--- src/common/alu_pipe_pkg.sv ---
`default_nettype none

package alu_pipe_pkg;

  // Operand and result width of the datapath
  localparam int DATA_W = 16;

  // Width of the signed immediate in the immediate form
  localparam int IMM_W = 12;

  // Width of the immediate shift field
  localparam int ISHIFT_W = 4;

  // ALU operations, encoded in three bits
  typedef enum logic [2:0] {
    OP_ADD = 3'd0,
    OP_SUB = 3'd1,
    OP_AND = 3'd2,
    OP_OR  = 3'd3,
    OP_XOR = 3'd4,
    OP_SLL = 3'd5,
    OP_SRL = 3'd6,
    OP_SLT = 3'd7
  } alu_opcode_e;

  // Register form, form bit is 0
  typedef struct packed {
    logic              form;
    alu_opcode_e       opcode;
    logic [DATA_W-1:0] a;
    logic [DATA_W-1:0] b;
  } rr_op_s;

  // Immediate form, form bit is 1
  // Operand b is built from a shifted, sign extended immediate
  typedef struct packed {
    logic                form;
    alu_opcode_e         opcode;
    logic [DATA_W-1:0]   a;
    logic [ISHIFT_W-1:0] ishift;
    logic [IMM_W-1:0]    imm;
  } ri_op_s;

  // One 36-bit operation word, read through either view
  // The form bit is the MSB in both views
  typedef union packed {
    rr_op_s rr;
    ri_op_s ri;
  } op_word_u;

  // Operands after decode, handed to the execute stage
  typedef struct packed {
    alu_opcode_e       opcode;
    logic [DATA_W-1:0] a;
    logic [DATA_W-1:0] b;
  } dec_ops_s;

endpackage

`default_nettype wire
--- src/hdl/alu_pipe_top.sv ---
`default_nettype none

// Two-stage ALU pipeline, decode then execute
// Latency is one or two cycles depending on DECODE_REG
module alu_pipe_top #(
  parameter bit DECODE_REG = 1'b1
) (
  input  wire                          clk,
  input  wire                          rst_i,

  // Operation input port
  input  wire alu_pipe_pkg::op_word_u  op_i,
  input  wire                          op_valid_i,
  output logic                         op_ready_o,

  // Result output port
  output logic [alu_pipe_pkg::DATA_W-1:0] res_o,
  output logic                         res_valid_o,
  input  wire                          res_ready_i,

  // Pipeline controls
  input  wire                          flush_i,
  input  wire                          stall_i,
  input  wire                          bubble_i
);

  alu_pipe_pkg::dec_ops_s dec;
  logic                   dec_valid;
  logic                   exe_ready;

  // Bubble only reaches decode
  op_decode #(
    .DECODE_REG(DECODE_REG)
  ) u_decode (
    .clk     (clk),
    .rst_i   (rst_i),
    .op_i    (op_i),
    .valid_i (op_valid_i),
    .ready_o (op_ready_o),
    .dec_o   (dec),
    .valid_o (dec_valid),
    .ready_i (exe_ready),
    .flush_i (flush_i),
    .bubble_i(bubble_i)
  );

  // Stall only reaches execute, flush goes to both stages
  alu_execute u_execute (
    .clk    (clk),
    .rst_i  (rst_i),
    .dec_i  (dec),
    .valid_i(dec_valid),
    .ready_o(exe_ready),
    .res_o  (res_o),
    .valid_o(res_valid_o),
    .ready_i(res_ready_i),
    .stall_i(stall_i),
    .flush_i(flush_i)
  );

endmodule

`default_nettype wire

--- src/hdl/alu_execute.sv ---
`default_nettype none

// Execute stage
// Computes one of eight ALU operations and holds the result
// on the output port until the consumer takes it
module alu_execute (
  input  wire                         clk,
  input  wire                         rst_i,

  input  wire alu_pipe_pkg::dec_ops_s dec_i,
  input  wire                         valid_i,
  output logic                        ready_o,

  output logic [alu_pipe_pkg::DATA_W-1:0] res_o,
  output logic                        valid_o,
  input  wire                         ready_i,

  input  wire                         stall_i,
  input  wire                         flush_i
);

  localparam int DATA_W  = alu_pipe_pkg::DATA_W;
  localparam int SHAMT_W = $clog2(DATA_W);

  logic [DATA_W-1:0]  alu_res;
  logic [DATA_W-1:0]  res_q;
  logic [SHAMT_W-1:0] shamt;
  logic               lt_signed;
  logic               advance;

  // Shifts use only the low bits of b
  assign shamt = dec_i.b[SHAMT_W-1:0];

  assign lt_signed = $signed(dec_i.a) < $signed(dec_i.b);

  // All results wrap modulo 2^DATA_W
  always_comb begin
    case (dec_i.opcode)
      alu_pipe_pkg::OP_ADD: alu_res = dec_i.a + dec_i.b;
      alu_pipe_pkg::OP_SUB: alu_res = dec_i.a - dec_i.b;
      alu_pipe_pkg::OP_AND: alu_res = dec_i.a & dec_i.b;
      alu_pipe_pkg::OP_OR:  alu_res = dec_i.a | dec_i.b;
      alu_pipe_pkg::OP_XOR: alu_res = dec_i.a ^ dec_i.b;
      alu_pipe_pkg::OP_SLL: alu_res = dec_i.a << shamt;
      alu_pipe_pkg::OP_SRL: alu_res = dec_i.a >> shamt;
      alu_pipe_pkg::OP_SLT: alu_res = {{(DATA_W - 1){1'b0}}, lt_signed};
      default:              alu_res = '0;
    endcase
  end

  // Execute takes the external stall, never a bubble
  pipe_ctrl #(
    .SLICE_REG(1'b1)
  ) u_ctrl (
    .clk      (clk),
    .rst_i    (rst_i),
    .valid_i  (valid_i),
    .ready_i  (ready_i),
    .stall_i  (stall_i),
    .flush_i  (flush_i),
    .bubble_i (1'b0),
    .valid_o  (valid_o),
    .ready_o  (ready_o),
    .advance_o(advance)
  );

  // Result only moves when the controller advances,
  // so stall and back-pressure keep it stable
  always_ff @(posedge clk) begin
    if (advance) begin
      res_q <= alu_res;
    end
  end

  assign res_o = res_q;

endmodule

`default_nettype wire

--- src/hdl/op_decode.sv ---
`default_nettype none

// Decode stage
// Turns either operation form into opcode plus two operands
module op_decode #(
  parameter bit DECODE_REG = 1'b1
) (
  input  wire                      clk,
  input  wire                      rst_i,

  input  wire alu_pipe_pkg::op_word_u op_i,
  input  wire                      valid_i,
  output logic                     ready_o,

  output alu_pipe_pkg::dec_ops_s   dec_o,
  output logic                     valid_o,
  input  wire                      ready_i,

  input  wire                      flush_i,
  input  wire                      bubble_i
);

  localparam int DATA_W = alu_pipe_pkg::DATA_W;
  localparam int IMM_W  = alu_pipe_pkg::IMM_W;

  alu_pipe_pkg::dec_ops_s dec_next;
  logic [DATA_W-1:0]      imm_ext;
  logic                   advance;

  // Sign extend the immediate to the full operand width
  assign imm_ext = {{(DATA_W - IMM_W){op_i.ri.imm[IMM_W-1]}}, op_i.ri.imm};

  always_comb begin
    // Opcode and a sit at the same place in both views
    dec_next.opcode = op_i.rr.opcode;
    dec_next.a      = op_i.rr.a;
    if (op_i.rr.form) begin
      // Low bits only, bits shifted past the top are dropped
      dec_next.b = imm_ext << op_i.ri.ishift;
    end else begin
      dec_next.b = op_i.rr.b;
    end
  end

  // Decode has no external stall, only bubble and back-pressure
  pipe_ctrl #(
    .SLICE_REG(DECODE_REG)
  ) u_ctrl (
    .clk      (clk),
    .rst_i    (rst_i),
    .valid_i  (valid_i),
    .ready_i  (ready_i),
    .stall_i  (1'b0),
    .flush_i  (flush_i),
    .bubble_i (bubble_i),
    .valid_o  (valid_o),
    .ready_o  (ready_o),
    .advance_o(advance)
  );

  generate
    if (DECODE_REG) begin : g_reg
      alu_pipe_pkg::dec_ops_s dec_q;

      always_ff @(posedge clk) begin
        if (advance) begin
          dec_q <= dec_next;
        end
      end

      assign dec_o = dec_q;
    end else begin : g_comb
      assign dec_o = dec_next;
    end
  endgenerate

endmodule

`default_nettype wire

--- src/hdl/pipe_ctrl.sv ---
`default_nettype none

// Valid/ready controller for one pipeline stage
// Downstream back-pressure is folded into the stage stall
module pipe_ctrl #(
  parameter bit SLICE_REG = 1'b1
) (
  input  wire  clk,
  input  wire  rst_i,

  input  wire  valid_i,
  input  wire  ready_i,
  input  wire  stall_i,
  input  wire  flush_i,
  input  wire  bubble_i,

  output logic valid_o,
  output logic ready_o,
  output logic advance_o
);

  generate
    if (SLICE_REG) begin : g_reg
      logic valid_q;
      logic stall;
      logic go;

      // A held item that is not taken blocks the stage
      assign stall = stall_i || (valid_q && !ready_i);

      // Stage loads only when nothing holds it back
      assign go = !flush_i && !stall && !bubble_i;

      always_ff @(posedge clk) begin
        if (rst_i) begin
          valid_q <= 1'b0;
        end else if (flush_i) begin
          valid_q <= 1'b0;
        end else if (!stall) begin
          // A bubble inserts an empty slot
          valid_q <= valid_i && !bubble_i;
        end
      end

      assign valid_o   = valid_q;
      assign ready_o   = go;
      assign advance_o = go;
    end else begin : g_comb
      logic go;

      // No state here, the downstream stage sees the item in the same cycle
      assign go = !flush_i && !stall_i && !bubble_i;

      assign valid_o   = valid_i && go;
      assign ready_o   = ready_i && go;
      assign advance_o = ready_i && go;
    end
  endgenerate

endmodule

`default_nettype wire

--- config.mk ---
export PLATFORM = sky130hd
export DESIGN_NAME = alu_pipe_top
export DESIGN_NICKNAME = d
export VERILOG_FILES = /design/src/common/alu_pipe_pkg.sv /design/src/hdl/alu_pipe_top.sv /design/src/hdl/alu_execute.sv /design/src/hdl/op_decode.sv /design/src/hdl/pipe_ctrl.sv
export SDC_FILE = /design/constraint.sdc
export NUM_CORES = 1
export LEC_CHECK = 0
export BUFFER_PORTS_ARGS = -buffer_cell sky130_fd_sc_hd__buf_4
export CORE_AREA = 2 2 127 129
export CTS_BUF_LIST = sky130_fd_sc_hd__clkbuf_16
export DETAILED_ROUTE_END_ITERATION = 7
export DIE_AREA = 0 0 129 131
export SYNTH_ARGS = -nofsm -noshare
export SYNTH_HDL_FRONTEND = slang
export SYNTH_SLANG_ARGS = --single-unit
--- constraint.sdc ---
create_clock -name clk -period 3.9 [get_ports clk]
set_input_delay 0.39 -clock clk [delete_from_list [all_inputs] [get_ports clk]]
set_output_delay 0.39 -clock clk [all_outputs]
set_load 0.02 [all_outputs]
* Yosys cells after proc, flatten, opt, wreduce, memory -nomap -nowiden
Index checks and enable logic that the tools add are counted.
** Word-level totals
- Logic and storage cells :: 39
- Flip-flop bits (word level) :: 53
** Cells by class
- Reduce and logical (&&, ||, !) cells :: 15
- $add $sub $neg :: 2
- Magnitude comparators :: 1
- Eq/ne operators :: 7
- Mux-type cells :: 2
- Bitwise logic cells :: 3
- Shift operators :: 3
** Operator list (number)
- 16-bit one-hot mux with 8 select lines :: 1
- 16-bit by 4-bit left shift with 16-bit output :: 2
- 16-bit adder :: 1
- 16-bit AND :: 1
- 16-bit < comparator :: 1
- 16-bit 2-to-1 mux :: 1
- 16-bit OR :: 1
- 16-bit by 4-bit >> shifter with 16-bit output :: 1
- 16-bit subtractor :: 1
- 16-bit bitwise XOR :: 1
- 3-bit == test (second input constant) :: 4
- 3-bit by 2-bit == test with 1-bit output (second input constant) :: 2
- 1-bit logical AND :: 6
- 1-bit zero test :: 6
- 3-bit by 1-bit == test with 1-bit output (second input constant) :: 1
- 3-bit zero test :: 1
- 2-bit OR reduction :: 1
- 1-bit logical OR :: 1

* Longest topological paths before layout
- Depth in word-level cells :: 10
- Depth in mapped cells :: 11

* Cells and area by module
From an unflattened synthesis, not the netlist that was laid out.
** Second synthesis, totals
- Cells, all modules :: 734
- Area total of the unflattened synthesis :: 6227.2 um2
** By module, submodules not included
- alu_execute :: area each 4157.7 um2, sequential area each 480.5 um2, times used 1, cells an instance 564
- op_decode :: area each 1936.9 um2, sequential area each 1051.0 um2, times used 1, cells an instance 154
- pipe_ctrl :: area each 66.3 um2, sequential area each 20.0 um2, times used 2, cells an instance 8

* Worst setup path after synthesis
OpenSTA, ideal clock, no wires.
- Kind :: input-to-reg
- From :: input port res_ready_i
- To :: register u_decode.g_reg.dec_q (netlist bit u_decode.dec_o[0]) (enable)
- Library setup time :: 0.501 ns
- Slack :: -0.331 ns
- Path buffers :: 0
- Data arrival time :: 3.730 ns
- Data required time :: 3.399 ns
- Stages :: 3
- Cells stage by stage :: inv_1 -> a21o_1 -> a211oi_1
** Between the ends
- Longest elaborated chain between the ends :: 10
** RTL lines
- start, declared :: line alu_pipe_top.sv:19 : input wire res_ready_i,
- 1-bit zero test :: line pipe_ctrl.sv:29 : assign stall = stall_i || (valid_q && !ready_i);
- 1-bit logical AND :: line pipe_ctrl.sv:29
- 1-bit logical OR :: line pipe_ctrl.sv:29
- 1-bit zero test
- 1-bit logical AND :: line pipe_ctrl.sv:32 : assign go = !flush_i && !stall && !bubble_i;
- 1-bit zero test :: line pipe_ctrl.sv:29
- 1-bit logical AND :: line pipe_ctrl.sv:29
- 1-bit zero test
- 1-bit logical AND (2 in a row) :: line pipe_ctrl.sv:32
- net op_ready_o :: line alu_pipe_top.sv:14 : output logic op_ready_o,
- end signal, assigned :: line op_decode.sv:67 : dec_q <= dec_next;
- end, declared :: line op_decode.sv:63 : alu_pipe_pkg::dec_ops_s dec_q;
The timed path passes the listed nets, and every way through them passes these cells.
A chain may end at the register's enable or synchronous reset.

* Worst setup path after layout
- From :: register u_decode.g_reg.dec_q (netlist bit u_decode.dec_o[3])
- To :: register u_execute.res_q[15], in the netlist u_execute.res_o[15] (data pin)
** Between the ends
- Longest elaborated chain between the ends :: 2
** RTL lines
- 16-bit subtractor (tied with other cells) :: line alu_execute.sv:40 : alu_pipe_pkg::OP_SUB: alu_res = dec_i.a - dec_i.b;
- 16-bit one-hot mux with 8 select lines * :: line alu_execute.sv:38 : case (dec_i.opcode)
- net u_execute.alu_res[15] :: line alu_execute.sv:25 : logic [DATA_W-1:0] alu_res;
- end signal, assigned :: line alu_execute.sv:71 : res_q <= alu_res;
- end, declared :: line alu_execute.sv:26 : logic [DATA_W-1:0] res_q;
The timed path passes the listed nets; every way through them passes the cells marked *.

==> results summary <==
The multi-input gate area in the final layout is 4140 µm². The violation count after the first detailed-routing iteration is 652. The worst hold slack came out at 235 ps. The synthesized netlist devotes 10.7% of its cell area to adder and majority cells. Setup repair after global routing left no endpoint under its margin. In the routed layout, each cell is associated on average with a via count of 6.18. The maximum count of clock buffers along a single path is 2. The remaining routing DRC violations came out at 0.

The cell depth of the worst flop-to-flop path came out at 8. The final sum of negative setup slack came out at 0 ps. Traced cell by cell, the critical path runs through inv_1, ha_1, o21ai_0, o21ai_0, a31oi_1, and3_1, or4b_1, a21boi_1. The final-stage net count came out at 835.

The largest family of logic cells by synthesized area is compound AO/OA/AOI/OAI gates. Along the worst path, the maximum fanout reaches 10. After synthesis, the netlist uses 79 different library cells. The cell total after placement is 950. The leakage component of the power came out at 2.81 nW. The iteration count of the initial detailed-routing pass came out at 6.

In this run the post-CTS setup repair buffer count came out at 0. The longest individual stage delay on the worst path came out at 550 ps. The placer congestion estimate is 0.966. The post-detailed-route count of antenna-violating nets came out at 0. The data required time of the worst path is 3960 ps. At the placement stage, the worst setup path has a slack of 708 ps. Summing the areas of all xor and xnor instances in the mapped netlist gives 1.00% of the synthesized area. 61 I/O pins were placed. Counting buffers and inverters, the worst setup path is 8 cells deep. The total clock buffers created by CTS came out at 5. The initialized floorplan defines 46 standard-cell rows. The total wire length after detailed routing is 21.4 mm.

In the final routed layout, each cell accounts on average for 22.4 µm. On the critical path, the stage with the largest delay is an instance of edfxtp_1. The complex-gate fraction of the synthesized area is 25.1%. The post-synthesis cell area came out at 6120 µm². The run finished with clean final reports. The largest net degree at the start of global routing came out at 38. Of the total synthesized cell area, the portion taken by AND, OR, NAND and NOR gates is 17.5%. The starting density of the core came out at 39.2%. For this run, the number of standard cells in the final layout without fillers is 958. When the netlist entered floorplanning its net count stood at 799. The start-to-end type of the worst setup path is reg -> reg. The post-layout utilization of the core is 44.6%.

The final number of hold-violating endpoints came out at 0. The largest voltage drop on the vdd net came out at 0.000149 V. The die area came out at 16900 µm².

The fraction of registers with async set or reset after synthesis is 0%. The cell occurring most often along the worst timing path is o21ai_0. The number of buffers inserted by hold repair at cts came out at 0. The per-instance average area after synthesis came out at 8.68 µm². The headroom to the max-slew limit is 39.4%.

The count of inserted antenna diode cells is 0. The tightest min-delay check is of the in -> reg type. The number of global-route vias before repair is 5588. Synthesis produced a netlist whose cell count is 705. Once detailed placement completed, the half-perimeter wirelength came to 16.7 mm. The total of endpoints with negative setup slack in the final report came out at 0. The clock slew seen by the registers of the worst setup and hold paths came out at 80 ps. The routed via count is 5918. The total number of yosys warnings is 0.

The highest clock rate came out at 0.308 GHz. The worst setup path is launched from a flop. The post-synthesis mux area share is 13.1%. The setup skew after layout is 7.36 ps.

In this run the power density over the cells is 253 nW/µm². The flip-flop cell with the highest count after synthesis is edfxtp_1. The critical path data arrival time is 3310 ps.

Power comes to 1.76 mW. The quantity of I/O buffers inserted on ports came out at 60. The flip-flop and latch area is 1570 µm². Relative to the synthesized area, the layout overhead comes to 13.6%. The number of violations of the max-capacitance limit is 0.

The wire length of the first global-routing pass came out at 32.6 mm. Of the cells placed in the final design, the portion with a size suffix greater than 1 is 16.4%. The quantity of gates resized following cts came out at 0. The number of enable-type register cells in the synthesized netlist is 51. The minimum period implied by the final worst setup slack came out at 3250 ps. The filler cells instantiated in the layout total 1554. The finished cells cover 6950 µm². At the pin with the least slew margin, the transition time is 909 ps.

The overall global routing resource usage is 25.5%. The clock tree from TritonCTS is yes. The placed instances occupy a cell area of 6800 µm².

Of the available clock period, the critical path in the final layout requires 83.3%. Clock tree synthesis selected as its root buffer the cell clkbuf_16. The worst hold path was traced through 2 stages. The height of the die is 131 µm. The horizontal die dimension came out at 129 µm. STA classifies the critical path endpoint as a flop. Summing the sequential cell areas from Yosys gives 25.7% of the chip area.

The number of sinks handled by clock tree synthesis came out at 53. The total overflow reported by the global router is 0. The H-tree generated during clock tree synthesis spans 2 levels.

The max-slew violation total from the final report came out at 0. Grouping stages by cell kind, the critical path spends the most delay in compound AO/OA/AOI/OAI gates. The initial antenna violation count is 0. The number of buffer and inverter instances along the worst setup path came out at 1. For the worst-skew pair, the clock arrives at the later sink with an insertion delay of 310 ps.

The worst setup margin is 652 ps. The number of flip-flops and latches in the synthesized netlist came out at 53. The core area came out at 15600 µm².
## sequential cells by signal, indices dropped and copies added, names as in the netlist
register and count:
u_decode.dec_o 35, u_decode.u_ctrl.valid_o 1, u_execute.res_o 16, u_execute.u_ctrl.valid_o 1
## power by group
part	total [mW]	internal [mW]	switching, mW
Combinational	0.581	0.235	0.346
Clock	0.483	0.247	0.236
Sequential	0.695	0.664	0.0317
Total	1.76	1.15	0.614
## cell usage after synthesis, types with 6 or more instances
cell / number / area, µm²
nor2b_1: 10 / 62.6
o41ai_1: 7 / 61.3
nand3_1: 11 / 55.1
nand2b_1: 14 / 87.6
o22ai_1: 10 / 62.6
nor2_1: 76 / 285
ha_1: 49 / 613
o21ai_0: 36 / 180
nand2_1: 44 / 165
a211oi_1: 23 / 173
edfxtp_1: 51 / 1530
clkbuf_1: 33 / 124
o211ai_1: 9 / 67.6
mux2_2: 6 / 67.6
a21o_1: 6 / 45.0
inv_1: 49 / 184
a31oi_1: 8 / 50.1
mux2i_1: 29 / 290
nor3_1: 22 / 110
buf_2: 11 / 55.1
and3_1: 7 / 43.8
mux4_2: 15 / 338
a21oi_1: 43 / 215
## cell type report
type,instances,area share (%)
multi-input combinational,548,59.5
clock buffer,5,1.80
sequential,53,22.6
clock inverter,3,0.414
tap,216,3.89
inverter,51,2.75
timing repair buffer,82,9.03
## worst paths after layout
path / startpoint / to / slack (ps)
setup / recovery: u_decode.dec_o[3]$_DFFE_PP_ / u_execute.res_o[15]$_DFFE_PP_ / 650
hold / removal: rst_i / u_decode.u_ctrl.valid_o$_SDFFE_PP0N_ / 240
setup reg to reg: u_decode.dec_o[3]$_DFFE_PP_ / u_execute.res_o[15]$_DFFE_PP_ / 650
hold reg to reg: u_decode.u_ctrl.valid_o$_SDFFE_PP0N_ / u_decode.u_ctrl.valid_o$_SDFFE_PP0N_ / 570
## kinds of logic after synthesis
family,count (synthesis)
fa+ha+maj,51
mux,54
simple gates,216
xor+xnor,7
flops,53
buf+inv,104
compound gates,220
## metal layers
metal,vias to the layer above,share of wire [%],GRT usage [%]
met3,54,5.7,3.05
met2,252,48,42.9
met1,2866,42,32.6
met5,-,0,0
met4,0,4.4,12.3
li1,2746,-,-
## layout by cell type (no fill, tap or decap), drive strengths merged, types with 6 or more instances in the layout
| master | count |
|---|---|
| o311ai | 6 |
| edfxtp | 51 |
| o41ai | 7 |
| inv | 51 |
| mux2 | 6 |
| buf | 82 |
| nor2b | 10 |
| mux4 | 19 |
| a211oi | 24 |
| nor3 | 22 |
| nor2 | 76 |
| ha | 49 |
| o21ai | 37 |
| nand2b | 14 |
| mux2i | 29 |
| a21oi | 43 |
| nand3 | 11 |
| o211ai | 9 |
| a31oi | 8 |
| and3 | 7 |
| o22ai | 10 |
| nand2 | 44 |
| a21o | 6 |
(Power assumes the default switching activity.)
